File: src/verilog/mac_pkg.sv
package mac_pkg;

  // ****************************************
  // Operation codes
  // ****************************************
  typedef enum logic [1:0] {
    OP_ADD   = 2'd0,
    OP_SUB   = 2'd1,
    OP_EWMUL = 2'd2,
    OP_OUTER = 2'd3
  } op_e;

  // Step count width, up to 15 outer-product steps
  localparam int STEP_W = 4;

  // Result latencies in cycles, counted from the operand sample edge
  localparam int ADD_LAT = 1;
  localparam int MUL_LAT = 2;

endpackage

File: src/verilog/mac_inst_if.sv
`timescale 1ns/1ns

interface mac_inst_if
#(
  parameter int MATRIX_DIM = 4
);

  mac_pkg::op_e                     opcode;
  logic                             init_acc;
  logic [mac_pkg::STEP_W-1:0]       steps;
  // One write enable per element, row mask AND column mask
  logic [MATRIX_DIM*MATRIX_DIM-1:0] elem_en;

  modport drv (output opcode, init_acc, steps, elem_en);
  modport seq (input opcode, steps);
  modport dp  (input opcode);
  modport acc (input opcode, init_acc, elem_en);

endinterface

File: src/verilog/mac_wb_if.sv
`timescale 1ns/1ns

interface mac_wb_if
#(
  parameter int MATRIX_DIM = 4,
  parameter int ELEM_W     = 16
);

  logic                                    wb_valid;
  logic                                    wb_first;
  logic                                    wb_is_mul;
  logic [MATRIX_DIM*MATRIX_DIM*ELEM_W-1:0] wb_data;

  modport seq (output wb_valid, wb_first, wb_is_mul);
  modport dp  (input wb_is_mul, output wb_data);
  modport acc (input wb_valid, wb_first, wb_is_mul, wb_data);

endinterface

File: src/verilog/mac_seq.sv
`timescale 1ns/1ns

module mac_seq
(
  input  logic    dca_port_11,
  input  logic    dca_port_17,
  input  logic    i_start,
  input  logic    i_clear,
  mac_inst_if.seq inst,
  mac_wb_if.seq   wb,
  output logic    o_idle,
  output logic    o_busy,
  output logic    o_step_req,
  output logic    o_done
);

  typedef enum logic {ST_IDLE, ST_RUN} state_e;

  state_e                      state;
  logic [mac_pkg::STEP_W-1:0]  step_cnt;
  logic [mac_pkg::STEP_W-1:0]  step_cnt_nxt;
  logic [mac_pkg::MUL_LAT-1:0] tag_valid;
  logic [mac_pkg::MUL_LAT-1:0] tag_first;
  logic                        is_mul;
  logic                        tags_pending;
  logic                        last_wb;
  int                          tap;

  assign is_mul = (inst.opcode == mac_pkg::OP_EWMUL) || (inst.opcode == mac_pkg::OP_OUTER);

  // Tap of the tag pipe that lines up with the lane result
  always_comb
  begin
    tap          = is_mul ? mac_pkg::MUL_LAT - 1 : mac_pkg::ADD_LAT - 1;
    tags_pending = 1'b0;
    for (int i = 0; i < mac_pkg::MUL_LAT; i++)
    begin
      if (i < tap)
        tags_pending = tags_pending | tag_valid[i];
    end
  end

  assign wb.wb_valid  = tag_valid[tap];
  assign wb.wb_first  = tag_first[tap];
  assign wb.wb_is_mul = is_mul;

  // Final writeback: nothing issued or in flight behind it
  assign last_wb      = wb.wb_valid && !o_step_req && !tags_pending;
  assign step_cnt_nxt = step_cnt + 1'b1;

  assign o_idle = (state == ST_IDLE);
  assign o_busy = (state == ST_RUN);

  // ****************************************
  // Control FSM
  // ****************************************
  always_ff @(posedge dca_port_11 or negedge dca_port_17)
  begin
    if (!dca_port_17)
    begin
      state      <= ST_IDLE;
      step_cnt   <= '0;
      o_step_req <= 1'b0;
      o_done     <= 1'b0;
    end
    else if (i_clear)
    begin
      state      <= ST_IDLE;
      o_step_req <= 1'b0;
      o_done     <= 1'b0;
    end
    else
    begin
      case (state)
        ST_IDLE:
          if (i_start)
          begin
            state      <= ST_RUN;
            step_cnt   <= '0;
            o_step_req <= 1'b1;
          end
        ST_RUN:
        begin
          if (o_step_req)
          begin
            step_cnt <= step_cnt_nxt;
            if (step_cnt_nxt == inst.steps)
              o_step_req <= 1'b0;
          end
          o_done <= last_wb;
          if (o_done)
            state <= ST_IDLE;
        end
        default:
          state <= ST_IDLE;
      endcase
    end
  end

  // One tag per sampled pair, abort drops whatever is in flight
  always_ff @(posedge dca_port_11 or negedge dca_port_17)
  begin
    if (!dca_port_17)
    begin
      tag_valid <= '0;
      tag_first <= '0;
    end
    else if (i_clear)
    begin
      tag_valid <= '0;
      tag_first <= '0;
    end
    else
    begin
      tag_valid <= {tag_valid[mac_pkg::MUL_LAT-2:0], o_step_req};
      tag_first <= {tag_first[mac_pkg::MUL_LAT-2:0], o_step_req && (step_cnt == '0)};
    end
  end

endmodule

File: src/flat_wrapper.sv
// flat-port wrapper written by rule: the top's interface ports become plain ports
module mac_seq_flat 
  (dca_port_11, dca_port_17, i_start, i_clear, o_idle, o_busy, o_step_req, o_done, inst_opcode, inst_steps, wb_wb_valid, wb_wb_first, wb_wb_is_mul);
  mac_inst_if inst_i ();
  mac_wb_if wb_i ();
  input  logic dca_port_11;
  input  logic dca_port_17;
  input  logic i_start;
  input  logic i_clear;
  output logic o_idle;
  output logic o_busy;
  output logic o_step_req;
  output logic o_done;
  input wire logic [$bits(inst_i.opcode)-1:0] inst_opcode;
  input wire logic [$bits(inst_i.steps)-1:0] inst_steps;
  output wire logic [$bits(wb_i.wb_valid)-1:0] wb_wb_valid;
  output wire logic [$bits(wb_i.wb_first)-1:0] wb_wb_first;
  output wire logic [$bits(wb_i.wb_is_mul)-1:0] wb_wb_is_mul;
  assign inst_i.opcode = inst_opcode;
  assign inst_i.steps = inst_steps;
  assign wb_wb_valid = wb_i.wb_valid;
  assign wb_wb_first = wb_i.wb_first;
  assign wb_wb_is_mul = wb_i.wb_is_mul;
  mac_seq u_core (.dca_port_11(dca_port_11), .dca_port_17(dca_port_17), .i_start(i_start), .i_clear(i_clear), .inst(inst_i), .wb(wb_i), .o_idle(o_idle), .o_busy(o_busy), .o_step_req(o_step_req), .o_done(o_done));
endmodule
File: config.mk
export PLATFORM = sky130hd
export DESIGN_NAME = mac_seq_flat
export DESIGN_NICKNAME = d
export VERILOG_FILES = /design/src/verilog/mac_pkg.sv /design/src/verilog/mac_inst_if.sv /design/src/verilog/mac_wb_if.sv /design/src/verilog/mac_seq.sv /design/src/flat_wrapper.sv
export SDC_FILE = /design/constraint.sdc
export NUM_CORES = 1
export LEC_CHECK = 0
export BUFFER_PORTS_ARGS = -buffer_cell sky130_fd_sc_hd__buf_2
export CAP_MARGIN = 20
export CORE_MARGIN = 2
export CORE_UTILIZATION = 43
export DETAILED_ROUTE_END_ITERATION = 8
export PLACE_DENSITY = 0.7
export SLEW_MARGIN = 0
export SYNTH_ARGS = -nofsm -noshare
export SYNTH_HDL_FRONTEND = slang
export SYNTH_SLANG_ARGS = --single-unit
File: constraint.sdc
create_clock -name dca_port_11 -period 1.5 [get_ports dca_port_11]
set_clock_uncertainty 0.15 [all_clocks]
set_input_delay 0.3 -clock dca_port_11 [delete_from_list [all_inputs] [get_ports dca_port_11]]
set_output_delay 0.3 -clock dca_port_11 [all_outputs]
set_load 0.05 [all_outputs]
==> impl_metrics.csv <==
group,metric,value,unit
outcome,status,"finished, violations left",
outcome,failing_checks,"negative setup slack",
drt,post-route-drc-count,0,
power_and_ir_drop,total_leakage_power,0.404,nW
cts,cell_at_the_root_of_the_clock_tree,"sky130_fd_sc_hd__clkbuf_4",
floorplanning,die_width,40.7,um
grt,number_of_antenna_violations_at_the_first_check_in_global_routing,0,
grt,grtUsageTotal,19.7,%
cts,cts_inserted_buffers,3,
synth,post-synth-top-area-fraction,47.4,%
critical_path,worst_setup_path_start_kind,"flip-flop",
timing,period_minus_slack,1520,ps
synth,seq_area_frac_synth,47.4,%
timing,final.period_utilization,101,%
drt,ant_nets,0,
synth,syn_area,581,um^2
synth,yosysUniqueCellTypes,27,
power_and_ir_drop,post_layout_total_power,0.000956,W
critical_path,worst_path_max_delay_cell,"sky130_fd_sc_hd__dfrtp_1",
cts,tritoncts,"built",
synth,most_area_consuming_cells_after_synthesis,"sky130_fd_sc_hd__dfrtp_1 47%, sky130_fd_sc_hd__xnor2_1 6.0%, sky130_fd_sc_hd__ha_1 4.3%, sky130_fd_sc_hd__nand2_1 3.9%, sky130_fd_sc_hd__mux2i_1 3.4%",
place,gpl.final_weighted_congestion,0.758,
synth,yosysTopAreaCell,"sky130_fd_sc_hd__dfrtp_1",
floorplanning,initial_utilization,45.2,%
timing,worst_hold_slack,130,ps
synth,yosys_register_bits,11,
synth,synth.yosys.warnings,0,
power_and_ir_drop,ir_worst_vdd,0.743,mV
power_and_ir_drop,sequentialPowerShare,40.1,%
cts,clk_latency,270,ps
power_and_ir_drop,total_switching_power,0.000326,W
final_layout,final_layout_net_count,97,
place,detailedPlacementHpwl,866,um
critical_path,crit_chain,"mux2_2, buf_6",
cts,clock_path_buffers,2,
critical_path,cp.buffers_inverters,1,
job,drv.max_cap_violation_count,0,
critical_path,crit_required,1050,ps
final_layout,most_common_library_cell_in_the_layout_ignoring_fill_and_taps,"sky130_fd_sc_hd__buf_2",
place,io_buffer_count,15,
place,place_ws,-2.31,ps
timing,worst_slew_pin_slew,422,ps
critical_path,critical_path.endpoint_type,"output pin",
cts,htree_num_levels,1,
power_and_ir_drop,comb_power_share,38.2,%
floorplanning,dieHeight,40.7,um
grt,grt_overflow_total,0,
grt,via_count_of_the_first_global_routing_pass,453,
critical_path,max_stage_delay,380,ps
final_layout,fillCellCount,101,
cts,clk_pin_slew_worst_paths,70,ps
final_layout,fraction_of_final_layout_cells_with_drive_strength_greater_than_1,40.5,%
power_and_ir_drop,internal_power,0.000629,W
critical_path,timing.critical_path.arrival,1070,ps
timing,max_slew_margin,71.8,%
timing,slew_viol_final,0,
floorplanning,design.die.area,1660,um^2
timing,report.final.setup_viol,1,
timing,final-hold-violation-count,0,
drt,via_count,508,
final_layout,highest_count_cells_in_the_layout_ignoring_fill_and_taps,"11 x sky130_fd_sc_hd__buf_2, 9 x sky130_fd_sc_hd__buf_4, 9 x sky130_fd_sc_hd__dfrtp_1, 6 x sky130_fd_sc_hd__nand2_1, 4 x sky130_fd_sc_hd__xnor2_1",
grt,grt_start_max_net_pins,12,
drt,routed_wire_length_per_instance,13.2,um
drt,avgViaCountPerCell,5.13,
synth,synthCells,57,
synth,synth_ff_type,"sky130_fd_sc_hd__dfrtp_1",
power_and_ir_drop,clock_power_share,21.7,%
power_and_ir_drop,power.density,1150,nW/um^2
cts,numClockSinks,11,
floorplanning,core_region_area,1280,um^2
synth,mappedNetlistNets,69,
critical_path,cp_top_family,"flip-flops",
timing,rsz0062_at_grt,"yes",
synth,syn-mean-instance-area,10.2,um^2
final_layout,insertedDiodeCount,0,
synth,async_reset_ff_share,100,%
critical_path,critical_path.max_fanout,2,
floorplanning,std_cell_rows,13,
drt,detail_route.wirelength,1.30,mm
grt,grt_pass1_wl,2.01,mm
power_and_ir_drop,power.switching_fraction,34.1,%
floorplanning,io_pins,17,
final_layout,area.growth.synth_to_final,43.5,%
drt,detailedRoute.firstPassIterationCount,4,
timing,finalWorstSetupSlack,-19.2,ps
synth,synth-edff-count,0,
timing,clock.fmax,0.658,GHz
drt,detailedRoute.firstIterationViolations,16,
hold_path,hold_path_class,"in2reg",
critical_path,worst_path_class_setup,"reg2out",
## state kept, by name, indices dropped and copies added (netlist names)
| register | cells |
|---|---|
| u_core.o_busy | 1 |
| u_core.o_done | 1 |
| u_core.o_step_req | 1 |
| u_core.step_cnt | 4 |
| u_core.tag_first | 2 |
| u_core.tag_valid | 2 |
## final timing paths
path / start / end / slack [ps] / depth (start not counted)
min in group asynchronous: dca_port_17 / u_core.tag_first[0] / 270 / 2
worst min-delay path: i_clear / u_core.o_step_req / 130 / 2
worst max register to register: u_core.step_cnt[1] / u_core.o_step_req / 30 / 5
worst min register to register: u_core.o_done / u_core.o_busy / 340 / 1
max in group asynchronous: dca_port_17 / u_core.o_busy / 700 / 2
worst max-delay path: u_core.tag_first[0] / wb_wb_first / -20 / 2
## metrics by stage
stage	std cells	cell area [um^2]	TNS [ps]	utilization [%]
detailed placement	89	706	-2.31	54.9
CTS	97	783	-39.7	61.0
global placement	89	706	0	54.9
floorplan	57	591	0	-
finish	99	833	-19.2	64.8
global route	99	833	-158	64.8
## layer usage
metal  routed length, um  up-vias  track usage [%]
met3                  66        0             9.78
met4                   0        0             5.00
met5                   0        -                0
li1                    -      254                -
met2                 633       12             31.3
met1                 603      242             23.5
## power by group through the flow
stage,Combinational [W],Clock (W),Sequential (W)
6_report,0.000365,0.000207,0.000383
5_1_grt,0.000400,0.000230,0.000388
4_1_cts,0.000323,0.000217,0.000377
3_5_place_dp,0.000276,0,0.000389
3_3_place_gp,0.000271,0,0.000388
2_1_floorplan,0.000173,0,0.000393
## layout make-up
class	count	area (um^2)	area share (%)
Multi-Input combinational cell	40	307	36.8
Sequential cell	11	280	33.6
Timing Repair Buffer	25	181	21.8
Clock buffer	4	26.3	3.15
Inverter	4	20.0	2.40
Tap cell	15	18.8	2.25
## cells in the mapped netlist, types with 2 or more instances
master	count
sky130_fd_sc_hd__a21oi_1	3
sky130_fd_sc_hd__a22o_1	2
sky130_fd_sc_hd__dfrtp_1	11
sky130_fd_sc_hd__ha_1	2
sky130_fd_sc_hd__inv_1	3
sky130_fd_sc_hd__mux2i_1	2
sky130_fd_sc_hd__nand2_1	6
sky130_fd_sc_hd__nand2b_1	2
sky130_fd_sc_hd__nand3_1	3
sky130_fd_sc_hd__nor2b_1	2
sky130_fd_sc_hd__xnor2_1	4
sky130_fd_sc_hd__xor2_1	2
## repair_timing
action	CTS	global route
resized for setup	6	8
endpoints found under the setup margin	4	5
hold endpoints to repair	11	0
hold buffers	1	0
gates cloned	0	0
pin swaps	1	2
setup buffers	3	2
## logic make-up after synthesis
logic type	Yosys count	synth area share, %
adders and majority gates	2	4.31
xor gates and xnor gates	6	9.05
DFF	11	47.4
AOI/OAI and AO/OA	10	12.3
muxes	3	5.39
buffers and inverters	6	4.09
and+or+nand+nor	19	17.5
Note: power is estimated with default switching activity, not from simulation.
