$ cat config.mk
export PLATFORM = sky130hd
export DESIGN_NAME = mac_acc_flat
export DESIGN_NICKNAME = d
export VERILOG_FILES = /design/src/verilog/mac_pkg.sv /design/src/verilog/mac_inst_if.sv /design/src/verilog/mac_wb_if.sv /design/src/verilog/mac_acc.sv /design/src/flat_wrapper.sv
export SDC_FILE = /design/constraint.sdc
export NUM_CORES = 1
export LEC_CHECK = 0
export ABC_AREA = 0
export BUFFER_PORTS_ARGS = -buffer_cell sky130_fd_sc_hd__buf_2
export CAP_MARGIN = 0
export CORE_MARGIN = 2
export CORE_UTILIZATION = 50
export CTS_BUF_LIST = sky130_fd_sc_hd__clkbuf_8
export DETAILED_ROUTE_END_ITERATION = 12
export MAX_ROUTING_LAYER = met4
export PLACE_DENSITY = 0.78
export SETUP_SLACK_MARGIN = 0.1
export SYNTH_ARGS = -nofsm -noshare
export SYNTH_HDL_FRONTEND = slang
export SYNTH_SLANG_ARGS = --single-unit
$ cat constraint.sdc
create_clock -name dca_port_11 -period 2.62 [get_ports dca_port_11]
set_input_delay 0.393 -clock dca_port_11 [delete_from_list [all_inputs] [get_ports dca_port_11]]
set_output_delay 0.393 -clock dca_port_11 [all_outputs]
set_load 0.005 [all_outputs]
$ cat src/verilog/mac_pkg.sv
package mac_pkg;

  // ****************************************
  // Operation codes
  // ****************************************
  typedef enum logic [1:0] {
    OP_ADD   = 2'd0,
    OP_SUB   = 2'd1,
    OP_EWMUL = 2'd2,
    OP_OUTER = 2'd3
  } op_e;

  // Step count width, up to 15 outer-product steps
  localparam int STEP_W = 4;

  // Result latencies in cycles, counted from the operand sample edge
  localparam int ADD_LAT = 1;
  localparam int MUL_LAT = 2;

endpackage

$ cat src/verilog/mac_inst_if.sv
`timescale 1ns/1ns

interface mac_inst_if
#(
  parameter int MATRIX_DIM = 4
);

  mac_pkg::op_e                     opcode;
  logic                             init_acc;
  logic [mac_pkg::STEP_W-1:0]       steps;
  // One write enable per element, row mask AND column mask
  logic [MATRIX_DIM*MATRIX_DIM-1:0] elem_en;

  modport drv (output opcode, init_acc, steps, elem_en);
  modport seq (input opcode, steps);
  modport dp  (input opcode);
  modport acc (input opcode, init_acc, elem_en);

endinterface

$ cat src/verilog/mac_wb_if.sv
`timescale 1ns/1ns

interface mac_wb_if
#(
  parameter int MATRIX_DIM = 4,
  parameter int ELEM_W     = 16
);

  logic                                    wb_valid;
  logic                                    wb_first;
  logic                                    wb_is_mul;
  logic [MATRIX_DIM*MATRIX_DIM*ELEM_W-1:0] wb_data;

  modport seq (output wb_valid, wb_first, wb_is_mul);
  modport dp  (input wb_is_mul, output wb_data);
  modport acc (input wb_valid, wb_first, wb_is_mul, wb_data);

endinterface

$ cat src/verilog/mac_acc.sv
`timescale 1ns/1ns

module mac_acc
#(
  parameter int MATRIX_DIM = 4,
  parameter int ELEM_W     = 16
)
(
  input  logic                                    dca_port_11,
  input  logic                                    dca_port_17,
  mac_inst_if.acc                                 inst,
  mac_wb_if.acc                                   wb,
  output logic [MATRIX_DIM*MATRIX_DIM*ELEM_W-1:0] o_result
);

  localparam int NUM_ELEM = MATRIX_DIM * MATRIX_DIM;

  logic [NUM_ELEM-1:0][ELEM_W-1:0] bank;
  logic                            accumulate;

  // Outer products add onto the bank unless this is an init first step
  assign accumulate = wb.wb_is_mul && (inst.opcode == mac_pkg::OP_OUTER) &&
                      !(wb.wb_first && inst.init_acc);

  always_ff @(posedge dca_port_11 or negedge dca_port_17)
  begin
    if (!dca_port_17)
      bank <= '0;
    else if (wb.wb_valid)
    begin
      for (int i = 0; i < NUM_ELEM; i++)
      begin
        if (inst.elem_en[i])
        begin
          if (accumulate)
            bank[i] <= bank[i] + wb.wb_data[i*ELEM_W +: ELEM_W];
          else
            bank[i] <= wb.wb_data[i*ELEM_W +: ELEM_W];
        end
      end
    end
  end

  assign o_result = bank;

endmodule

$ cat src/flat_wrapper.sv
// flat-port wrapper written by rule: the top's interface ports become plain ports
module mac_acc_flat 
#(
  parameter int MATRIX_DIM = 4,
  parameter int ELEM_W     = 16
)
  (dca_port_11, dca_port_17, o_result, inst_opcode, inst_init_acc, inst_elem_en, wb_wb_valid, wb_wb_first, wb_wb_is_mul, wb_wb_data);
  mac_inst_if #(.MATRIX_DIM(MATRIX_DIM)) inst_i ();
  mac_wb_if #(.MATRIX_DIM(MATRIX_DIM), .ELEM_W(ELEM_W)) wb_i ();
  input  logic dca_port_11;
  input  logic dca_port_17;
  output logic [MATRIX_DIM*MATRIX_DIM*ELEM_W-1:0] o_result;
  input wire logic [$bits(inst_i.opcode)-1:0] inst_opcode;
  input wire logic [$bits(inst_i.init_acc)-1:0] inst_init_acc;
  input wire logic [$bits(inst_i.elem_en)-1:0] inst_elem_en;
  input wire logic [$bits(wb_i.wb_valid)-1:0] wb_wb_valid;
  input wire logic [$bits(wb_i.wb_first)-1:0] wb_wb_first;
  input wire logic [$bits(wb_i.wb_is_mul)-1:0] wb_wb_is_mul;
  input wire logic [$bits(wb_i.wb_data)-1:0] wb_wb_data;
  assign inst_i.opcode = inst_opcode;
  assign inst_i.init_acc = inst_init_acc;
  assign inst_i.elem_en = inst_elem_en;
  assign wb_i.wb_valid = wb_wb_valid;
  assign wb_i.wb_first = wb_wb_first;
  assign wb_i.wb_is_mul = wb_wb_is_mul;
  assign wb_i.wb_data = wb_wb_data;
  mac_acc #(.MATRIX_DIM(MATRIX_DIM), .ELEM_W(ELEM_W)) u_core (.dca_port_11(dca_port_11), .dca_port_17(dca_port_17), .inst(inst_i), .wb(wb_i), .o_result(o_result));
endmodule
==> summary.txt, run 1 <==
Outcome
  • Status: complete, no violations

Clocking
  • Sink Count: 256
  • H-tree level count: 2
  • CTS tree: done
  • Worst skew pair latency: 0.64 ns
  • CTS clk-pin slew, worst paths: 0.06 ns
  • TritonCTS buffer count: 51
  • Clock Root Buffer: clkbuf_8
  • Worst-case clock buffer depth: 3

Drt
  • Starting DRT DRC Count: between 1500 and 2000
  • DRT Pass-1 Iters: 5
  • WL per Instance: 18.9 um
  • Routed Antenna Nets: 0
  • # DRC: 0
  • DR vias/cell: between 5 and 6
  • Final Routed Wirelength: a little under 80 mm
  • Vias post-DR: 24700

Critical path
  • Crit path required time: 3.14 ns
  • Crit path cell chain: dlygate4sd3_1 -> buf_2 -> ha_2 -> fa_2 -> a21o_1 -> a21oi_2 -> o21bai_1 -> a2111o_1 -> a31o_2 -> a21oi_2 -> xor2_1 -> o21ai_1
  • Critical Path AT: 3.09 ns
  • Worst r2r src: u_core.o_result[176]$_DFFE_PN0P_
  • Slowest CP cell: dlygate4sd3_1
  • Worst path max stage delay: around 0.53 ns
  • Worst Setup SP: wb_wb_data[176]
  • Setup Crit Path Kind: in -> reg
  • CP bufs+invs: 2
  • Crit path max-delay family: compound AO/OA/AOI/OAI gates
  • Crit. End Element: register
  • CP max FO: 2
  • Most frequent CP cell: a21oi_2
  • Worst setup SP type: input pin

Global routing
  • Initial antenna violation count: 29
  • Vias in the first global route: about 24000
  • First-pass GRT wire length: 123 mm
  • Global Route Usage Sum: 33.0%
  • Overflow after GRT: 0
  • Largest net degree at the start of global routing: 78

Timing
  • Hold_ws: 0.0438 ns
  • Fmax: 390 MHz
  • Final Skew: 0.0186 ns
  • Final hold violations: 0
  • Final Setup Violations: 0
  • Post-layout minimum cycle time: approximately 2.6 ns
  • Max-slew headroom: approximately 50%
  • RSZ-0062 raised after global routing: yes
  • Worst slew pin tran: ~0.75 ns
  • Max Slew Vio Count: 0
  • Final Cycle Share: 98.0%

Worst hold path
  • Worst Hold Launch: wb_wb_data[170]
  • Worst Hold Class: in -> reg

Placement
  • RePlAce Congestion: ~0.99
  • Dpl hpwl: 58.9 mm
  • PortBufs: 535
  • Cell count after placement: 3962

Finish
  • Max reg flops: 256
  • Final #Nets: 4051
  • Synth-to-layout area growth: 28.4%
  • Layout cells sized above 1: ~25%
  • Post-route insts no fill: 4174

Logic synthesis
  • Synth Area per Inst: roughly 7.9 um^2
  • Post-synthesis net count: 3388
  • Synth Warn #: 0
  • Flops & latches, synth: 256
  • Distinct cells, synth: 70
  • Number of flops mapped to enable cells by yosys: 0
  • Netlist Area Pre-Place: between 20000 and 25000 um^2
  • Seq/Total Area, Yosys: 28.3%
  • Asr flop ratio synth: 100%
  • Cells after Synth: 2852
  • Top_reg_cell synth: dfrtp_1

Flow run
  • Max Cap Viol: 0

Die
  • Vert. Die Dim: approximately 220 um
  • CORE AREA: around 44000 um^2
  • Die W: roughly 220 um
  • Top Ports: around 540
  • Die area: roughly 47000 um^2
  • Site Rows: 77
  • Initial core utilization: around 50%

Power and ir drop
  • Pwr dens: 613 nW/um^2
  • LEAKAGE: 0.0146 uW
  • Max IR drop VDD: 0.000502 V
-- final cells by class --
cell class,count,area [um^2]
Antenna cell,32,80.1
Clock buffer,62,853
Clock inverter,26,129
Fill cell,3705,15400
Inverter,50,188
Multi-Input combinational cell,2412,16100
Sequential cell,256,6410
Tap cell,592,741
Timing Repair Buffer,744,4530
-- cells by family after synthesis --
kind of cell / after synthesis / share of synthesized area, %
and+or+nand+nor: 991 / 19.6
adders and majority gates: 256 / 14.7
xor gates and xnor gates: 162 / 6.27
AOI/OAI and AO/OA: 956 / 26.0
DFF: 256 / 28.3
muxes: 47 / 2.13
buffers and inverters: 184 / 3.05
-- per-stage QoR --
stage | TNS (ns) | power (uW) | util (%) | worst slack, ns | area, um^2
final | 0 | 17800 | 65.4 | 0.0532 | 29100
after global routing | -0.0304 | 19000 | 65.4 | -0.0185 | 29000
after CTS | 0 | 17400 | 64.1 | 0.0600 | 28500
after detailed placement | -2.56 | 13000 | 59.8 | -0.201 | 26600
after global placement | -1.35 | 12700 | 59.8 | -0.137 | 26600
after floorplan | 0 | 10300 | - | 0.103 | 22700
-- report_power, final --
group	leakage, uW	internal (uW)	switching (uW)
Clock	0.000588	2210	1940
Sequential	0.00306	4590	651
Combinational	0.0109	3880	4530
-- repair_timing --
item | CTS | global route
endpoints found under the hold margin | 139 | 0
pin swaps | 19 | 62
hold buffers | 71 | 0
setup buffers | 10 | 11
endpoints found under the setup margin | 26 | 83
gates resized for setup | 28 | 100
-- cells in the final DEF, fill, tap and decap left out, types with 62 or more instances in the layout --
cell           instances
buf_4                130
dfrtp_1              254
nor2_1               255
dlygate4sd3_1         71
a31oi_1               92
nand3_1              128
and3_1                69
o21ai_0              179
ha_1                 228
xnor2_1              107
a21oi_1              286
a21o_1               149
clkbuf_8              62
inv_1                 71
buf_2                534
nand2_1              381
-- cell usage after synthesis (all sizes together), types with 54 or more instances --
master / n / area share, %
nand2: 381 / 6.3
a21oi: 322 / 7.1
nor2: 257 / 4.3
dfrtp: 256 / 28
ha: 240 / 13
o21ai: 195 / 4.3
a21o: 149 / 4.9
nand3: 128 / 2.8
clkbuf: 122 / 2.0
xnor2: 108 / 4.2
a31oi: 93 / 2.6
and3: 69 / 1.9
xor2: 54 / 2.1
-- routing by layer --
metal  global-route usage (%)  vias up  part of all wire, %
li1                         -    11700                    -
met3                     8.22      287                  8.3
met2                     53.7      974                   47
met1                     37.8    11700                   39
met5                        -        -                    0
met4                     17.2        0                  5.4
-- worst reg2reg max path: stages (launching register included) --
cell and delay (ns):
dfrtp_1 0.38, ha_2 0.20, fa_2 0.34, a21o_1 0.18, a21oi_2 0.15, o21bai_1 0.12, a2111o_1 0.40, a31o_2 0.25
a21oi_2 0.16, xor2_1 0.16, o21ai_1 0.08
-- final timing paths --
path	slack, ns	endpoint	depth (start not counted)
worst max register to register	0.07	u_core.o_result[186]$_DFFE_PN0P_	10
max in group asynchronous	1.42	u_core.o_result[246]$_DFFE_PN0P_	3
min in group asynchronous	0.34	u_core.o_result[8]$_DFFE_PN0P_	2
worst max-delay path	0.05	u_core.o_result[186]$_DFFE_PN0P_	12
worst min register to register	0.51	u_core.o_result[38]$_DFFE_PN0P_	2
worst min-delay path	0.04	u_core.o_result[170]$_DFFE_PN0P_	3
Note: power is estimated with default switching activity, not from simulation.
==> run 2, diff against run 1 <==
--- a/config.mk
+++ b/config.mk
@@ -9,11 +9,12 @@
 export BUFFER_PORTS_ARGS = -buffer_cell sky130_fd_sc_hd__buf_2
 export CAP_MARGIN = 0
 export CORE_MARGIN = 2
-export CORE_UTILIZATION = 50
+export CORE_UTILIZATION = 51
 export CTS_BUF_LIST = sky130_fd_sc_hd__clkbuf_8
 export DETAILED_ROUTE_END_ITERATION = 12
+export HOLD_SLACK_MARGIN = 0.05
 export MAX_ROUTING_LAYER = met4
-export PLACE_DENSITY = 0.78
+export PLACE_DENSITY = 0.79
 export SETUP_SLACK_MARGIN = 0.1
 export SYNTH_ARGS = -nofsm -noshare
 export SYNTH_HDL_FRONTEND = slang
==> summary.txt, run 2 (synthesis results as in run 1) <==
Outcome
  • Status: complete, but fails checks
  • Failing checks: setup timing

Global routing
  • Largest net degree at the start of global routing: 70
  • Global Route met1 Usage: 39.8%
  • Initial antenna violation count: 17
  • GR Layer Usage met2: 53.7%
  • Vias in the first global route: ~24000
  • Overflow after GRT: 0
  • Global Route Usage Sum: 33.7%
  • Gr busiest metal: met2
  • First-pass GRT wire length: 125 mm
  • GRT met3 Usage: ~7.6%

Critical path
  • R2r worst-path depth: 10
  • Most frequent CP cell: a21oi_2
  • Setup Crit Path Kind: in -> reg
  • CP bufs+invs: 2
  • Worst path max stage delay: 0.53 ns
  • Crit path required time: 3.15 ns
  • CP Depth: 12
  • CP max FO: 2
  • Crit path cell chain: dlygate4sd3_1 -> buf_2 -> ha_4 -> fa_2 -> a21o_1 -> a21oi_2 -> o21bai_2 -> a2111o_1 -> a31o_2 -> a21oi_2 -> xor2_1 -> o21ai_1
  • Crit path max-delay family: compound AO/OA/AOI/OAI gates
  • Slowest CP cell: dlygate4sd3_1
  • Crit. End Element: register
  • Critical Path AT: 3.15 ns
  • Worst setup SP type: input pin

Placement
  • RePlAce Congestion: 0.967
  • PortBufs: 535
  • Dpl hpwl: 55.2 mm
  • Cell count after placement: 3967

Timing
  • Final Skew: roughly 0.028 ns
  • Setup ws final: -0.00209 ns
  • Final Setup Violations: 1
  • Worst slew pin tran: 0.795 ns
  • Fmax: about 380 MHz
  • Post-layout minimum cycle time: 2.62 ns
  • Final hold violations: 0
  • RSZ-0062 raised after global routing: yes
  • Max Slew Vio Count: 0
  • Max-slew headroom: a little under half
  • Final Cycle Share: 100%

Die
  • CORE AREA: 44000 um^2
  • Die area: 46100 um^2
  • Die W: 215 um
  • Top Ports: 536
  • Site Rows: 77
  • Initial core utilization: about half
  • Vert. Die Dim: between 200 and 250 um

Clocking
  • H-tree level count: 2
  • Worst skew pair latency: 0.65 ns
  • CTS clk-pin slew, worst paths: 0.06 ns
  • Clock Root Buffer: clkbuf_8
  • Sink Count: 256
  • CTS tree: done
  • TritonCTS buffer count: 50
  • Worst-case clock buffer depth: 3

Drt
  • Final Routed Wirelength: slightly below 80 mm
  • Vias post-DR: 25200
  • WL per Instance: roughly 19 um
  • Routed Antenna Nets: 0
  • Starting DRT DRC Count: 2131
  • DR vias/cell: 5.93
  • DRT Pass-1 Iters: 5
  • # DRC: 0

Finish
  • Final core occ: slightly below 70%
  • Synth-to-layout area growth: 32.3%
  • Layout cells sized above 1: 24.2%
  • Post-route insts no fill: about 4200
  • Commonest non-fill, non-tap cell in the layout: buf_2
  • Final #Nets: between 4000 and 5000
  • Commonest cells after routing, fill and taps aside: buf_2, nand2_1, a21oi_1, nor2_1, dfrtp_1
  • Filler cells: 3419
  • Max reg flops: 256

Flow run
  • Max Cap Viol: 0

Worst hold path
  • Hold Path Depth: 3
  • Worst Hold Class: in -> reg

Power and ir drop
  • Max IR drop VDD: 0.000511 V
  • Pwr dens: 605 nW/um^2
  • LEAKAGE: 0.0149 uW
==> run 2: cell types whose count changed in the layout (fill, tap and decap cells not counted), moves of 5 or more <==
cell,delta
dlygate4sd3_1,+85
o21ai_1,+7
diode_2,-14
clkbuf_8,+5
o21ai_0,-5
inv_1,-9
==> run 2: power by group <==
group	internal, uW	switching, uW	total, uW
Clock	2360	1970	4330
Sequential	4590	664	5250
Combinational	3960	4560	8530
Total	10900	7190	18100
==> run 2: metrics by stage <==
| step | setup WS (ns) | setup TNS (ns) | hold slack, ns | area [um^2] | power (uW) |
|---|---|---|---|---|---|
| after global placement | -0.166 | -1.36 | 0.420 | 26700 | 12800 |
| after global routing | -0.0643 | -0.180 | 0.0728 | 29900 | 19300 |
| after detailed placement | -0.181 | -1.89 | 0.418 | 26700 | 13000 |
| after CTS | 0.0281 | 0 | 0.0504 | 29400 | 17600 |
| after floorplan | 0.103 | 0 | 0.0974 | 22700 | 10300 |
| final | -0.00209 | -0.00209 | 0.0698 | 29900 | 18100 |
==> run 2: final cells by class <==
type,count,area [um^2],area share (%)
antenna,18,45.0,0.150
clock buffer,67,922,3.08
clock inverter,21,120,0.401
inverter,50,188,0.627
multi-input combinational,2412,16000,53.6
sequential,256,6410,21.4
tap,592,741,2.47
timing repair buffer,832,5470,18.3
==> run 2: path summary, 6_finish.rpt <==
check,startpoint,end,slack (ns)
setup reg to reg,u_core.o_result[128]$_DFFE_PN0P_,u_core.o_result[138]$_DFFE_PN0P_,-0.002
hold reg to reg,u_core.o_result[228]$_DFFE_PN0P_,u_core.o_result[228]$_DFFE_PN0P_,0.51
max in group asynchronous,dca_port_17,u_core.o_result[130]$_DFFE_PN0P_,1.43
setup / recovery,wb_wb_data[128],u_core.o_result[138]$_DFFE_PN0P_,-0.002
hold / removal,wb_wb_data[74],u_core.o_result[74]$_DFFE_PN0P_,0.07
min in group asynchronous,dca_port_17,u_core.o_result[14]$_DFFE_PN0P_,0.35
==> run 2: routing by layer <==
| layer | routed length [um] | part of all wire [%] |
|---|---|---|
| met4 | 4790 | 6.1 |
| met2 | 36300 | 46 |
| met3 | 6590 | 8.4 |
| met5 | 0 | 0 |
| met1 | 31200 | 40 |
==> run 2: worst reg2reg max path: stages, from the launching register on <==
cell and delay, ns:
dfrtp_1 0.41, ha_4 0.18, fa_2 0.34, a21o_1 0.21, a21oi_2 0.21, o21bai_2 0.11, a2111o_1 0.41, a31o_2 0.26
a21oi_2 0.14, xor2_1 0.17, o21ai_1 0.08
==> run 2: repair_timing <==
action                     in CTS  in global routing
setup buffers                   1                 17
setup endpoints to repair      23                 84
pin swaps                      22                 66
resized for setup              25                 99
hold buffers                  157                  0
hold endpoints to repair      217                  0
