[src/verilog/mac_pkg.sv]
package mac_pkg;

  // ****************************************
  // Operation codes
  // ****************************************
  typedef enum logic [1:0] {
    OP_ADD   = 2'd0,
    OP_SUB   = 2'd1,
    OP_EWMUL = 2'd2,
    OP_OUTER = 2'd3
  } op_e;

  // Step count width, up to 15 outer-product steps
  localparam int STEP_W = 4;

  // Result latencies in cycles, counted from the operand sample edge
  localparam int ADD_LAT = 1;
  localparam int MUL_LAT = 2;

endpackage

[src/verilog/mac_inst_if.sv]
`timescale 1ns/1ns

interface mac_inst_if
#(
  parameter int MATRIX_DIM = 4
);

  mac_pkg::op_e                     opcode;
  logic                             init_acc;
  logic [mac_pkg::STEP_W-1:0]       steps;
  // One write enable per element, row mask AND column mask
  logic [MATRIX_DIM*MATRIX_DIM-1:0] elem_en;

  modport drv (output opcode, init_acc, steps, elem_en);
  modport seq (input opcode, steps);
  modport dp  (input opcode);
  modport acc (input opcode, init_acc, elem_en);

endinterface

[src/verilog/mac_inst_reg.sv]
`timescale 1ns/1ns

module mac_inst_reg
#(
  parameter int MATRIX_DIM = 4
)
(
  input  logic                       dca_port_11,
  input  logic                       dca_port_17,
  input  logic                       i_start,
  input  logic                       i_idle,
  input  mac_pkg::op_e               i_opcode,
  input  logic                       i_init_acc,
  input  logic [MATRIX_DIM-1:0]      i_row_mask,
  input  logic [MATRIX_DIM-1:0]      i_col_mask,
  input  logic [mac_pkg::STEP_W-1:0] i_steps,
  mac_inst_if.drv                    inst
);

  localparam int NUM_ELEM = MATRIX_DIM * MATRIX_DIM;

  logic [NUM_ELEM-1:0]        elem_en_nxt;
  logic [mac_pkg::STEP_W-1:0] steps_nxt;

  always_comb
  begin
    for (int r = 0; r < MATRIX_DIM; r++)
    begin
      for (int c = 0; c < MATRIX_DIM; c++)
      begin
        elem_en_nxt[r*MATRIX_DIM + c] = i_row_mask[r] & i_col_mask[c];
      end
    end
  end

  // Element-wise ops run one step, a zero count also means one
  always_comb
  begin
    steps_nxt = i_steps;
    if ((i_opcode != mac_pkg::OP_OUTER) || (i_steps == '0))
      steps_nxt = 'd1;
  end

  always_ff @(posedge dca_port_11 or negedge dca_port_17)
  begin
    if (!dca_port_17)
    begin
      inst.opcode   <= mac_pkg::OP_ADD;
      inst.init_acc <= 1'b0;
      inst.steps    <= 'd1;
      inst.elem_en  <= '0;
    end
    else if (i_start && i_idle)
    begin
      inst.opcode   <= i_opcode;
      inst.init_acc <= i_init_acc;
      inst.steps    <= steps_nxt;
      inst.elem_en  <= elem_en_nxt;
    end
  end

endmodule

[src/flat_wrapper.sv]
// flat-port wrapper written by rule: the top's interface ports become plain ports
module mac_inst_reg_flat 
#(
  parameter int MATRIX_DIM = 4
)
  (dca_port_11, dca_port_17, i_start, i_idle, i_opcode, i_init_acc, i_row_mask, i_col_mask, i_steps, inst_opcode, inst_init_acc, inst_steps, inst_elem_en);
  mac_inst_if #(.MATRIX_DIM(MATRIX_DIM)) inst_i ();
  input  logic dca_port_11;
  input  logic dca_port_17;
  input  logic i_start;
  input  logic i_idle;
  input  mac_pkg::op_e i_opcode;
  input  logic i_init_acc;
  input  logic [MATRIX_DIM-1:0] i_row_mask;
  input  logic [MATRIX_DIM-1:0] i_col_mask;
  input  logic [mac_pkg::STEP_W-1:0] i_steps;
  output wire logic [$bits(inst_i.opcode)-1:0] inst_opcode;
  output wire logic [$bits(inst_i.init_acc)-1:0] inst_init_acc;
  output wire logic [$bits(inst_i.steps)-1:0] inst_steps;
  output wire logic [$bits(inst_i.elem_en)-1:0] inst_elem_en;
  assign inst_opcode = inst_i.opcode;
  assign inst_init_acc = inst_i.init_acc;
  assign inst_steps = inst_i.steps;
  assign inst_elem_en = inst_i.elem_en;
  mac_inst_reg #(.MATRIX_DIM(MATRIX_DIM)) u_core (.dca_port_11(dca_port_11), .dca_port_17(dca_port_17), .i_start(i_start), .i_idle(i_idle), .i_opcode(i_opcode), .i_init_acc(i_init_acc), .i_row_mask(i_row_mask), .i_col_mask(i_col_mask), .i_steps(i_steps), .inst(inst_i));
endmodule
[config.mk]
export PLATFORM = sky130hd
export DESIGN_NAME = mac_inst_reg_flat
export DESIGN_NICKNAME = d
export VERILOG_FILES = /design/src/verilog/mac_pkg.sv /design/src/verilog/mac_inst_if.sv /design/src/verilog/mac_inst_reg.sv /design/src/flat_wrapper.sv
export SDC_FILE = /design/constraint.sdc
export NUM_CORES = 1
export LEC_CHECK = 0
export ABC_CLOCK_PERIOD_IN_PS = 1450
export BUFFER_PORTS_ARGS = -buffer_cell sky130_fd_sc_hd__buf_2
export CORE_MARGIN = 1
export CORE_UTILIZATION = 49
export DETAILED_ROUTE_END_ITERATION = 8
export MAX_ROUTING_LAYER = met4
export PLACE_DENSITY = 0.82
export SETUP_SLACK_MARGIN = 0.1
export SLEW_MARGIN = 20
export SYNTH_ARGS = -nofsm -noshare
export SYNTH_HDL_FRONTEND = slang
export SYNTH_SLANG_ARGS = --single-unit
[constraint.sdc]
create_clock -name dca_port_11 -period 1.45 [get_ports dca_port_11]
set_clock_uncertainty 0.2 [all_clocks]
set_input_delay 0.29 -clock dca_port_11 [delete_from_list [all_inputs] [get_ports dca_port_11]]
set_output_delay 0.29 -clock dca_port_11 [all_outputs]
set_load 0.1 [all_outputs]
==> results of run 1 <==
==> logic make-up (layout without fill, tap and decap cells) <==
family	after synthesis	count (layout)	share of synthesized area, %
buffers and inverters	22	67	10.4
muxes	3	3	4.61
AOI/OAI and AO/OA	21	21	12.0
DFF	23	23	59.0
and+or+nand+nor	21	21	14.0
==> layout make-up <==
| class | instances | area (sq um) | share of cell area [%] |
|---|---|---|---|
| sequential | 23 | 604 | 37.3 |
| timing repair buffer | 47 | 598 | 36.9 |
| multi-input combinational | 45 | 299 | 18.5 |
| inverter | 16 | 60.1 | 3.71 |
| tap | 25 | 31.3 | 1.93 |
| clock buffer | 4 | 26.3 | 1.62 |
==> worst max path at each step <==
stage               slack, ns                  from               endpoint  depth (start not counted)
floorplan                0.12  u_core.inst.steps[0]   u_core.inst.steps[0]                          2
global placement         0.15                i_idle   u_core.inst.init_acc                          3
detailed placement       0.11                i_idle  u_core.inst.opcode[1]                          3
CTS                      -0.1  u_core.inst.steps[0]          inst_steps[0]                          1
global route            -0.13  u_core.inst.steps[0]          inst_steps[0]                          1
finish                  -0.10  u_core.inst.steps[0]          inst_steps[0]                          1
==> power groups by stage <==
stage	combinational (mW)	clock, mW	sequential [mW]
floorplan	0.0969	0	1.29
global placement	0.970	0	0.815
detailed placement	0.990	0	0.822
CTS	1.00	0.292	0.810
global route	1.03	0.318	0.817
finish	1.00	0.292	0.811
==> stage by stage <==
step           setup TNS, ns  cell area [sq um]  total power, mW  cells  hold WS (ns)
4_1_cts              -0.0974               1610             2.10    159     0.0000661
6_report              -0.101               1620             2.11    160       0.00843
3_3_place_gp               0               1560             1.78    152        0.0711
3_5_place_dp               0               1560             1.81    152        0.0849
5_1_grt               -0.133               1620             2.17    160       0.00183
2_1_floorplan              0               1000             1.39     90        -0.206
==> state kept, by name (all words and copies together), names as in the netlist <==
register / cells
u_core.inst.elem_en: 16
u_core.inst.steps: 4
u_core.inst.opcode: 2
u_core.inst.init_acc: 1
==> synth_stat cells <==
| cell type | instances |
|---|---|
| nand4_1 | 16 |
| dfstp_2 | 1 |
| nand2_1 | 1 |
| a22o_1 | 3 |
| a31oi_1 | 1 |
| clkbuf_2 | 1 |
| mux2_4 | 3 |
| a21oi_1 | 1 |
| o21ai_0 | 16 |
| buf_2 | 2 |
| and4_1 | 1 |
| dfrtp_1 | 22 |
| buf_4 | 2 |
| buf_6 | 1 |
| inv_1 | 16 |
| and2_4 | 1 |
| or3_1 | 1 |
| and3b_1 | 1 |
==> routing by layer <==
metal  GRT usage [%]  share of wire (%)  routed length [um]
met4            16.6                2.4                  68
met1            33.9                 38                1050
met3            3.53                5.0                 139
met2            50.6                 55                1530
met5               -                  0                   0
==> repair_timing <==
action / CTS / global route
setup endpoints to repair: 23 / 23
endpoints found under the hold margin: 22 / 0
gates resized for setup: 0 / 0
buffers inserted: 2 / 1
hold buffers: 1 / 0
==> metrics.md, run 1 <==
| Metric | Value |
|---|---|
| Status | complete, but fails checks |
| Failing checks | negative setup slack |
| Unrepaired setup endpoints after global routing | yes |
| Post-Syn Area | 977 sq um |
| CP delay by family, top | flip-flops |
| Critical path fanouts, max | 2 |
| Die area | 0.00218 sq mm |
| Seq/Total Area, Yosys | 59.0% |
| Die Span X | 46.7 um |
| Int Power | 1.18 mW |
| Row cnt | 15 |
| Max clock buf depth | 2 |
| Commonest non-fill, non-tap cell in the layout | buf_12 |
| Worst path bufs/invs | 1 |
| H-tree depth | 1 |
| Area Growth Syn to Fin | 65.7% |
| Cells after Synth | 90 |
| First-pass GRT wire length | 4250 um |
| Ys Warns | 0 |
| CTS clock-pin slew for the worst setup and hold paths | 0.12 ns |
| Initial Util | 54.2% |
| Fmax | 645 MHz |
| Largest stage delay, worst path | 0.58 ns |
| Actual slew at the worst max-slew pin | 0.492 ns |
| GPL Wtd Cong | 0.749 |
| Reg2reg setup slack | 0.29 ns |
| Tcrit/Tclk final | 107% |
| # setup viols final | 1 |
| Startpoint class of the critical path | flop |
| Area contributors post-synth | dfrtp_1 (56%), nand4_1 (10%), o21ai_0 (8.2%), inv_1 (6.1%), mux2_4 (4.6%) |
| Final core utilization | 89.9% |
| # IOs | 42 |
| WL/cell | 17.4 um |
| Library cells used by synthesis | 18 |
| Leak | 0.716 nW |
| Pwr/cell area | 1300 mW/mm^2 |
| Total GRT Usage | 29.9% |
| Crit-path cells | buf_12 |
| Routed WL | 2790 um |
| Die Ht | 46.7 um |
| Worst hold path class | in2reg |
| Yosys top cell by area | dfrtp_1 |
| Switching Fraction | 43.8% |
| Seq cells post-synth | 23 |
| Top-area cell type share of the netlist area | 56.3% |
| Critical Setup Path Class | reg2out |
| Vias in the first global route | 894 |
| Core ar. | 0.00180 sq mm |
| Detail Route Antenna Nets | 0 |
| Ant diodes | 0 |
| Sw Pwr | 924 uW |
| Dpl ws | 0.115 ns |
| Cts bufs inserted | 3 |
| Final WS setup | -0.101 ns |
| Critical path capture point type | output port |
| Via count | 911 |
| Min-delay src | i_steps[1] |
| Syn nets | 109 |
| Skew-Pair Late Insertion Delay | 0.30 ns |
| Critical path arrival | 1.06 ns |
| DR DRC count | 0 |
| Avg Vias per Cell | 5.69 |
| Sequential Power Share | 38.5% |
| Crit path time final | 1.55 ns |
| Worst r2r path cells | 4 |
| Hpwl dp | 2090 um |
| Req. time, crit path | 0.96 ns |
| First DRT Iteration DRCs | 28 |
| Worst hold endpoint | u_core.inst.steps[1] |
| Antenna violations before repair | 0 |
| Slew margin rel. | 67.2% |
| IO buf count | 41 |
| Logic pwr share | 47.7% |
| Most frequent cells in the layout | buf_12 (23), dfrtp_2 (22), buf_2 (18) |
| DRT Pass-1 Iters | 4 |
| Max Transition Viols Final | 0 |
| # nets final | 155 |
| Peak VDD IR | 0.000990 V |
| Max-cap violations | 0 |
| Syn Area/Cell | 10.9 sq um |
| R2R Path End | u_core.inst.elem_en[10] |
| Fill cell count | 80 |
| CTS tree | built |
| Clk sinks | 23 |
| Share of cells above drive strength 1 | 56.3% |
| Pin count of the biggest net entering global routing | 24 |
| Clk network pwr share | 13.8% |
| Hold depth | 2 |
| Clk root buf | clkbuf_4 |
| Crit path max-delay cell type | dfstp_2 |
| Gr ovfl total | 0 |
| Final Hold Fails | 0 |
| Worst R2R Start | u_core.inst.elem_en[10] |
No activity file was read; power rests on OpenSTA's default activity.
==> inputs of run 2 (changes only) <==
ABC_CLOCK_PERIOD_IN_PS = 1900   (was 1450)
clock period = 1.9 ns   (was 1.45 ns; I/O delays follow)
==> metrics.md, run 2 (synthesis gave the netlist of run 1 again) <==
| Metric | Value |
|---|---|
| Status | completed (was complete, but fails checks) |
| Reg with most FFs | u_core.inst.elem_en (unchanged) |
| Routed WL | 2010 um (was 2790 um) |
| DR DRC count | 0 (unchanged) |
| Initial Util | 54.2% (unchanged) |
| Clk root buf | clkbuf_4 (unchanged) |
| Hpwl dp | 1480 um (was 2090 um) |
| Crit path max-delay cell type | dfstp_2 (unchanged) |
| Max clock buf depth | 2 (unchanged) |
| GPL Wtd Cong | 0.811 (was 0.749) |
| Antenna violations before repair | 0 (unchanged) |
| # IOs | 42 (unchanged) |
| Hold depth | 2 (unchanged) |
| Crit path time final | 1.74 ns |
| Actual slew at the worst max-slew pin | 0.480 ns (was 0.492 ns) |
| Gr ovfl total | 0 (unchanged) |
| Critical path arrival | 1.16 ns (was 1.06 ns) |
| Area Growth Syn to Fin | 25.5% (was 65.7%) |
| Detail Route Antenna Nets | 0 (unchanged) |
| Largest stage delay, worst path | 0.56 ns (was 0.58 ns) |
| Critical path fanouts, max | 2 (unchanged) |
| IO buf count | 41 (unchanged) |
| First DRT Iteration DRCs | 11 (was 28) |
| DRT Pass-1 Iters | 4 (unchanged) |
| First-pass GRT wire length | 3130 um (was 4250 um) |
| Worst path bufs/invs | 1 (unchanged) |
| Max Transition Viols Final | 0 (unchanged) |
| Worst r2r path cells | 2 (was 4) |
| # Post-CTS Setup Buffers | 0 (was 2) |
| Slew margin rel. | 68.0% (was 67.2%) |
| Max-cap violations | 0 (unchanged) |
| Skew-Pair Late Insertion Delay | 0.30 ns (about the same) |
| Die Ht | 46.7 um (unchanged) |
| CTS clock-pin slew for the worst setup and hold paths | 0.12 ns (about the same) |
| Crit-path cells | buf_4 (was buf_12) |
| Tot Pwr | 1.37 mW (was 2.11 mW) |
| Cts bufs inserted | 3 (unchanged) |
| # setup viols final | 0 (was 1) |
| Critical path capture point type | output port (unchanged) |
| Unrepaired setup endpoints after global routing | no (was yes) |
| CP delay by family, top | flip-flops (unchanged) |
| Fmax | 576 MHz |
| Commonest non-fill, non-tap cell in the layout | buf_2 (was buf_12) |
| Final Hold Fails | 0 (unchanged) |
| Most frequent cells in the layout | buf_2 (40), dfrtp_1 (22), inv_1 (16), nand4_1 (16), o21ai_0 (16) (was buf_12 (23), dfrtp_2 (22), buf_2 (18)) |
| Total GRT Usage | 21.5% (was 29.9%) |
| Core ar. | 0.00180 sq mm (unchanged) |
| CTS tree | built (unchanged) |
| Leak | 0.637 nW (was 0.716 nW) |
| Die area | 0.00218 sq mm (unchanged) |
| Critical Setup Path Class | reg2out (unchanged) |
| Vias in the first global route | 724 (was 894) |
| Req. time, crit path | 1.32 ns (was 0.96 ns) |
| Share of cells above drive strength 1 | 38.6% (was 56.3%) |
| Startpoint class of the critical path | flop (unchanged) |
| Peak VDD IR | 0.000575 V (was 0.000990 V) |
| Clk sinks | 23 (unchanged) |
| Pin count of the biggest net entering global routing | 24 (unchanged) |
| # nets final | 152 (was 155) |
| Row cnt | 15 (unchanged) |
| Top flop regs | u_core.inst.elem_en: 16 flops, u_core.inst.steps: 4 flops, u_core.inst.opcode: 2 flops (unchanged) |
| Setup TNS | 0 ns (was -0.101 ns) |
| Pwr/cell area | 1110 mW/mm^2 (was 1300 mW/mm^2) |
| WL/cell | 12.8 um (was 17.4 um) |
| Avg Vias per Cell | 5.22 (was 5.69) |
| H-tree depth | 1 (unchanged) |
| Die Span X | 46.7 um (unchanged) |
| Worst hold path class | in2reg (unchanged) |
| Ant diodes | 0 (unchanged) |
| Largest register FFs | 16 (unchanged) |
| Tcrit/Tclk final | 91.3% |
| Via count | 820 (was 911) |
| Stages on the worst setup path | 1 (unchanged) |
run 2: cell count changes in the layout (fill, tap and decap cells not counted):
cell     before  now
buf_12       23    0
buf_2        18   40
dfrtp_1       0   22
dfrtp_2      22    0
buf_4         5    3
run 2: layout make-up:
class / count / area, sq um
Multi-Input combinational cell: 45 / 299
Inverter: 16 / 60.1
Timing Repair Buffer: 44 / 233
Sequential cell: 23 / 577
Fill cell: 154 / 576
Tap cell: 25 / 31.3
Clock buffer: 4 / 26.3
run 2: power breakdown:
part | leakage (nW) | switching, mW | internal (mW)
Combinational | 0.327 | 0.485 | 0.0909
Clock | 0.0150 | 0.138 | 0.0819
Sequential | 0.295 | 0.0271 | 0.543
Total | 0.637 | 0.650 | 0.716
run 2: worst paths after layout:
| check | startpoint | to | slack [ns] |
|---|---|---|---|
| setup / recovery | u_core.inst.steps[0] | inst_steps[0] | 0.16 |
| hold reg to reg | u_core.inst.steps[1] | u_core.inst.steps[1] | 0.33 |
| hold / removal | i_steps[1] | u_core.inst.steps[1] | 0.1 |
| max in group asynchronous | dca_port_17 | u_core.inst.steps[0] | 0.80 |
| min in group asynchronous | dca_port_17 | u_core.inst.elem_en[10] | 0.35 |
| setup reg to reg | u_core.inst.steps[0] | u_core.inst.steps[0] | 0.87 |
run 2: stage by stage:
step	cells	setup WS, ns	utilization, %	hold slack, ns	instance area [sq um]
2_1_floorplan	90	0.422	-	-0.116	977
3_3_place_gp	152	0.399	65.9	0.165	1190
3_5_place_dp	152	0.389	65.9	0.172	1190
4_1_cts	157	0.151	68.1	0.0893	1230
5_1_grt	157	0.142	68.1	0.0887	1230
6_report	157	0.165	68.1	0.0986	1230
run 2: repair_timing:
item                       4_1_cts  5_1_grt
hold endpoints to repair        22        0
hold buffers                     1        0
resized for setup                1        0
setup endpoints to repair        1        0
run 2: worst reg2reg max path: cells and delay by family, from the launching register on:
kind,cells,cell delay (ns)
AOI/OAI and AO/OA,2,0.20
DFF,1,0.56
run 2: metal layers:
layer  vias to the layer above  share of wire [%]  track usage, %
met1                       373                 44            26.2
met4                         0                1.1            12.0
met5                         -                  0               -
li1                        403                  -               -
met3                         2                7.8            2.35
met2                        42                 47            34.4
==> inputs of run 3 (changes only) <==
CELL_PAD_IN_SITES_DETAIL_PLACEMENT = 2   (was default)
CELL_PAD_IN_SITES_GLOBAL_PLACEMENT = 2   (was default)
CORE_UTILIZATION = 29   (was 49)
PLACE_DENSITY = default   (was 0.82)
PLACE_DENSITY_LB_ADDON = 0.1   (was default)
RECOVER_POWER = 100   (was default)
==> metrics.md, run 3 (synthesis gave the netlist of run 1 again) <==
| Metric | Value |
|---|---|
| Most frequent cells in the layout | clkbuf_2 (23), dfrtp_1 (22) (was buf_2 (40), dfrtp_1 (22), inv_1 (16), nand4_1 (16), o21ai_0 (16)) |
| Critical Setup Path Class | reg2out (unchanged) |
| Worst R2R Start | u_core.inst.steps[0] (unchanged) |
| First-pass GRT wire length | 4230 um (was 3130 um) |
| Worst hold path class | in2reg (unchanged) |
| First DRT Iteration DRCs | 15 (was 11) |
| R2R Path End | u_core.inst.steps[0] (unchanged) |
| Seq. cell area | 577 sq um (unchanged) |
| WL/cell | 14.3 um (was 12.8 um) |
| Via count | 858 (was 820) |
| Clk sinks | 23 (unchanged) |
| Final Hold Fails | 0 (unchanged) |
| Sequential Power Share | 41.8% (was 41.7%) |
| DRT Pass-1 Iters | 3 (was 4) |
| Peak VDD IR | 0.000321 V (was 0.000575 V) |
| Row cnt | 20 (was 15) |
| Actual slew at the worst max-slew pin | 0.974 ns (was 0.480 ns) |
| # Post-CTS Setup Buffers | 0 (unchanged) |
| Fill cell count | 351 (was 154) |
| Critical path capture point type | output port (unchanged) |
| Reg2reg setup slack | 0.81 ns (was 0.87 ns) |
| Crit path time final | 1.75 ns (was 1.74 ns) |
| Max-cap violations | 0 (unchanged) |
| Critical path fanouts, max | 2 (unchanged) |
| Switching Fraction | 48.0% (was 47.6%) |
| Skew-Pair Late Insertion Delay | 0.30 ns (about the same) |
| Top flop regs | u_core.inst.elem_en: 16 flops, u_core.inst.steps: 4 flops, u_core.inst.opcode: 2 flops (unchanged) |
| Cts bufs inserted | 3 (unchanged) |
| Sw Pwr | 658 uW (was 650 uW) |
| Int Power | 712 uW (was 716 uW) |
| Crit path max-delay cell type | dfstp_2 (unchanged) |
| Hold depth | 2 (unchanged) |
| Setup TNS | 0 ns (unchanged) |
| # setup viols final | 0 (unchanged) |
| # IOs | 42 (unchanged) |
| Share of cells above drive strength 1 | 36.4% (was 38.6%) |
| Tot Pwr | 1.37 mW (about the same) |
| Die Ht | 60.1 um (was 46.7 um) |
| Total GRT Usage | 16.8% (was 21.5%) |
| Status | completed (unchanged) |
| Clk network pwr share | 16.3% (was 16.1%) |
| Startpoint class of the critical path | flop (unchanged) |
| Largest stage delay, worst path | 0.55 ns (was 0.56 ns) |
| DR DRC count | 0 (unchanged) |
| Hpwl dp | 1910 um (was 1480 um) |
| Pwr/cell area | 1100 mW/mm^2 (was 1110 mW/mm^2) |
| Logic pwr share | 41.9% (was 42.1%) |
| Crit-path cells | clkbuf_4 (was buf_4) |
| H-tree depth | 1 (unchanged) |
| Commonest non-fill, non-tap cell in the layout | clkbuf_2 (was buf_2) |
| Initial Util | 31.2% (was 54.2%) |
| Pin count of the biggest net entering global routing | 24 (unchanged) |
| Multi-input logic area | 297 sq um (was 299 sq um) |
| Vias in the first global route | 919 (was 724) |
| Core ar. | 0.00313 sq mm (was 0.00180 sq mm) |
| Largest register FFs | 16 (unchanged) |
| Ant diodes | 0 (unchanged) |
| CTS clock-pin slew for the worst setup and hold paths | 0.12 ns (about the same) |
| Detail Route Antenna Nets | 0 (unchanged) |
| Max clock buf depth | 2 (unchanged) |
| Reg with most FFs | u_core.inst.elem_en (unchanged) |
| Die Span X | 60.1 um (was 46.7 um) |
| Die area | 0.00361 sq mm (was 0.00218 sq mm) |
| Worst r2r path cells | 2 (unchanged) |
| # nets final | 152 (unchanged) |
| Slew margin rel. | 35.0% (was 68.0%) |
| Fmax | 570 MHz (was 576 MHz) |
| Area Growth Syn to Fin | 27.1% (was 25.5%) |
| IO buf count | 41 (unchanged) |
| Unrepaired setup endpoints after global routing | no (unchanged) |
| Leak | 0.619 nW (was 0.637 nW) |
| Max Transition Viols Final | 0 (unchanged) |
| Min-delay src | i_steps[2] (was i_steps[1]) |
| CTS tree | built (unchanged) |
| Clk root buf | clkbuf_4 (unchanged) |
| Critical path arrival | 1.17 ns (was 1.16 ns) |
| Worst path bufs/invs | 1 (unchanged) |
| Req. time, crit path | 1.32 ns (about the same) |
| Worst hold endpoint | u_core.inst.steps[2] (was u_core.inst.steps[1]) |
| Antenna violations before repair | 0 (unchanged) |
| Routed WL | 2520 um (was 2010 um) |
| Tcrit/Tclk final | 92.3% (was 91.3%) |
| GPL Wtd Cong | 0.718 (was 0.811) |
| Gr ovfl total | 0 (unchanged) |
| CP delay by family, top | flip-flops (unchanged) |
| Avg Vias per Cell | 4.88 (was 5.22) |
==> run 3: cell types whose count changed in the layout (fill, tap and decap cells not counted) <==
cell	previous run	this run
buf_4	3	1
buf_2	40	16
clkbuf_4	3	4
clkbuf_2	0	23
and2_0	0	1
clkbuf_1	1	3
and2_4	1	0
==> run 3: worst max-delay path by stage <==
stage                         startpoint                   end  slack [ns]  cells past startpoint
global route                     i_start  u_core.inst.init_acc        0.07                      3
floorplan           u_core.inst.steps[1]         inst_steps[1]        0.42                      0
CTS                 u_core.inst.steps[0]         inst_steps[0]        0.17                      1
finish              u_core.inst.steps[0]         inst_steps[0]        0.15                      1
global placement    u_core.inst.steps[0]         inst_steps[0]        0.40                      1
detailed placement  u_core.inst.steps[0]         inst_steps[0]        0.40                      1
==> run 3: power by group through the flow <==
stage	combinational, mW	sequential (mW)	clock, mW
after floorplan	0.0757	0.973	0
after global placement	0.577	0.578	0
after detailed placement	0.582	0.580	0
after CTS	0.585	0.572	0.235
after global routing	0.601	0.580	0.256
final	0.575	0.572	0.223
==> run 3: area by class of cell <==
cell class	count	area share [%]
repair buffers	44	18.3
multi-input cells	45	23.9
flip-flops and latches	23	46.4
clock buffers	4	2.11
well taps	44	4.43
inverters	16	4.83
==> run 3: what timing repair did <==
item                                   4_1_cts  5_1_grt
resized for setup                            1        0
endpoints found under the hold margin       22        0
setup endpoints to repair                    1        0
hold buffers                                 1        0
==> run 3: through the flow <==
step / utilization, % / hold slack (ns) / instances / cell area, sq um / worst slack, ns
2_1_floorplan: - / -0.116 / 90 / 977 / 0.422
3_3_place_gp: 38.7 / 0.182 / 171 / 1210 / 0.399
3_5_place_dp: 38.7 / 0.187 / 171 / 1210 / 0.396
4_1_cts: 40.0 / 0.0887 / 176 / 1250 / 0.166
5_1_grt: 39.7 / 0.0902 / 176 / 1240 / 0.0684
6_report: 39.7 / 0.0989 / 176 / 1240 / 0.146
==> run 3: metal layers <==
layer  wire length, um  part of all wire, %  vias to the layer above  GRT usage, %
met3               150                  6.0                        2          3.03
met5                 0                    0                        -             -
met4                21                 0.83                        0          5.98
li1                  -                    -                      397             -
met1              1040                   41                      431          19.8
met2              1310                   52                       28          28.6
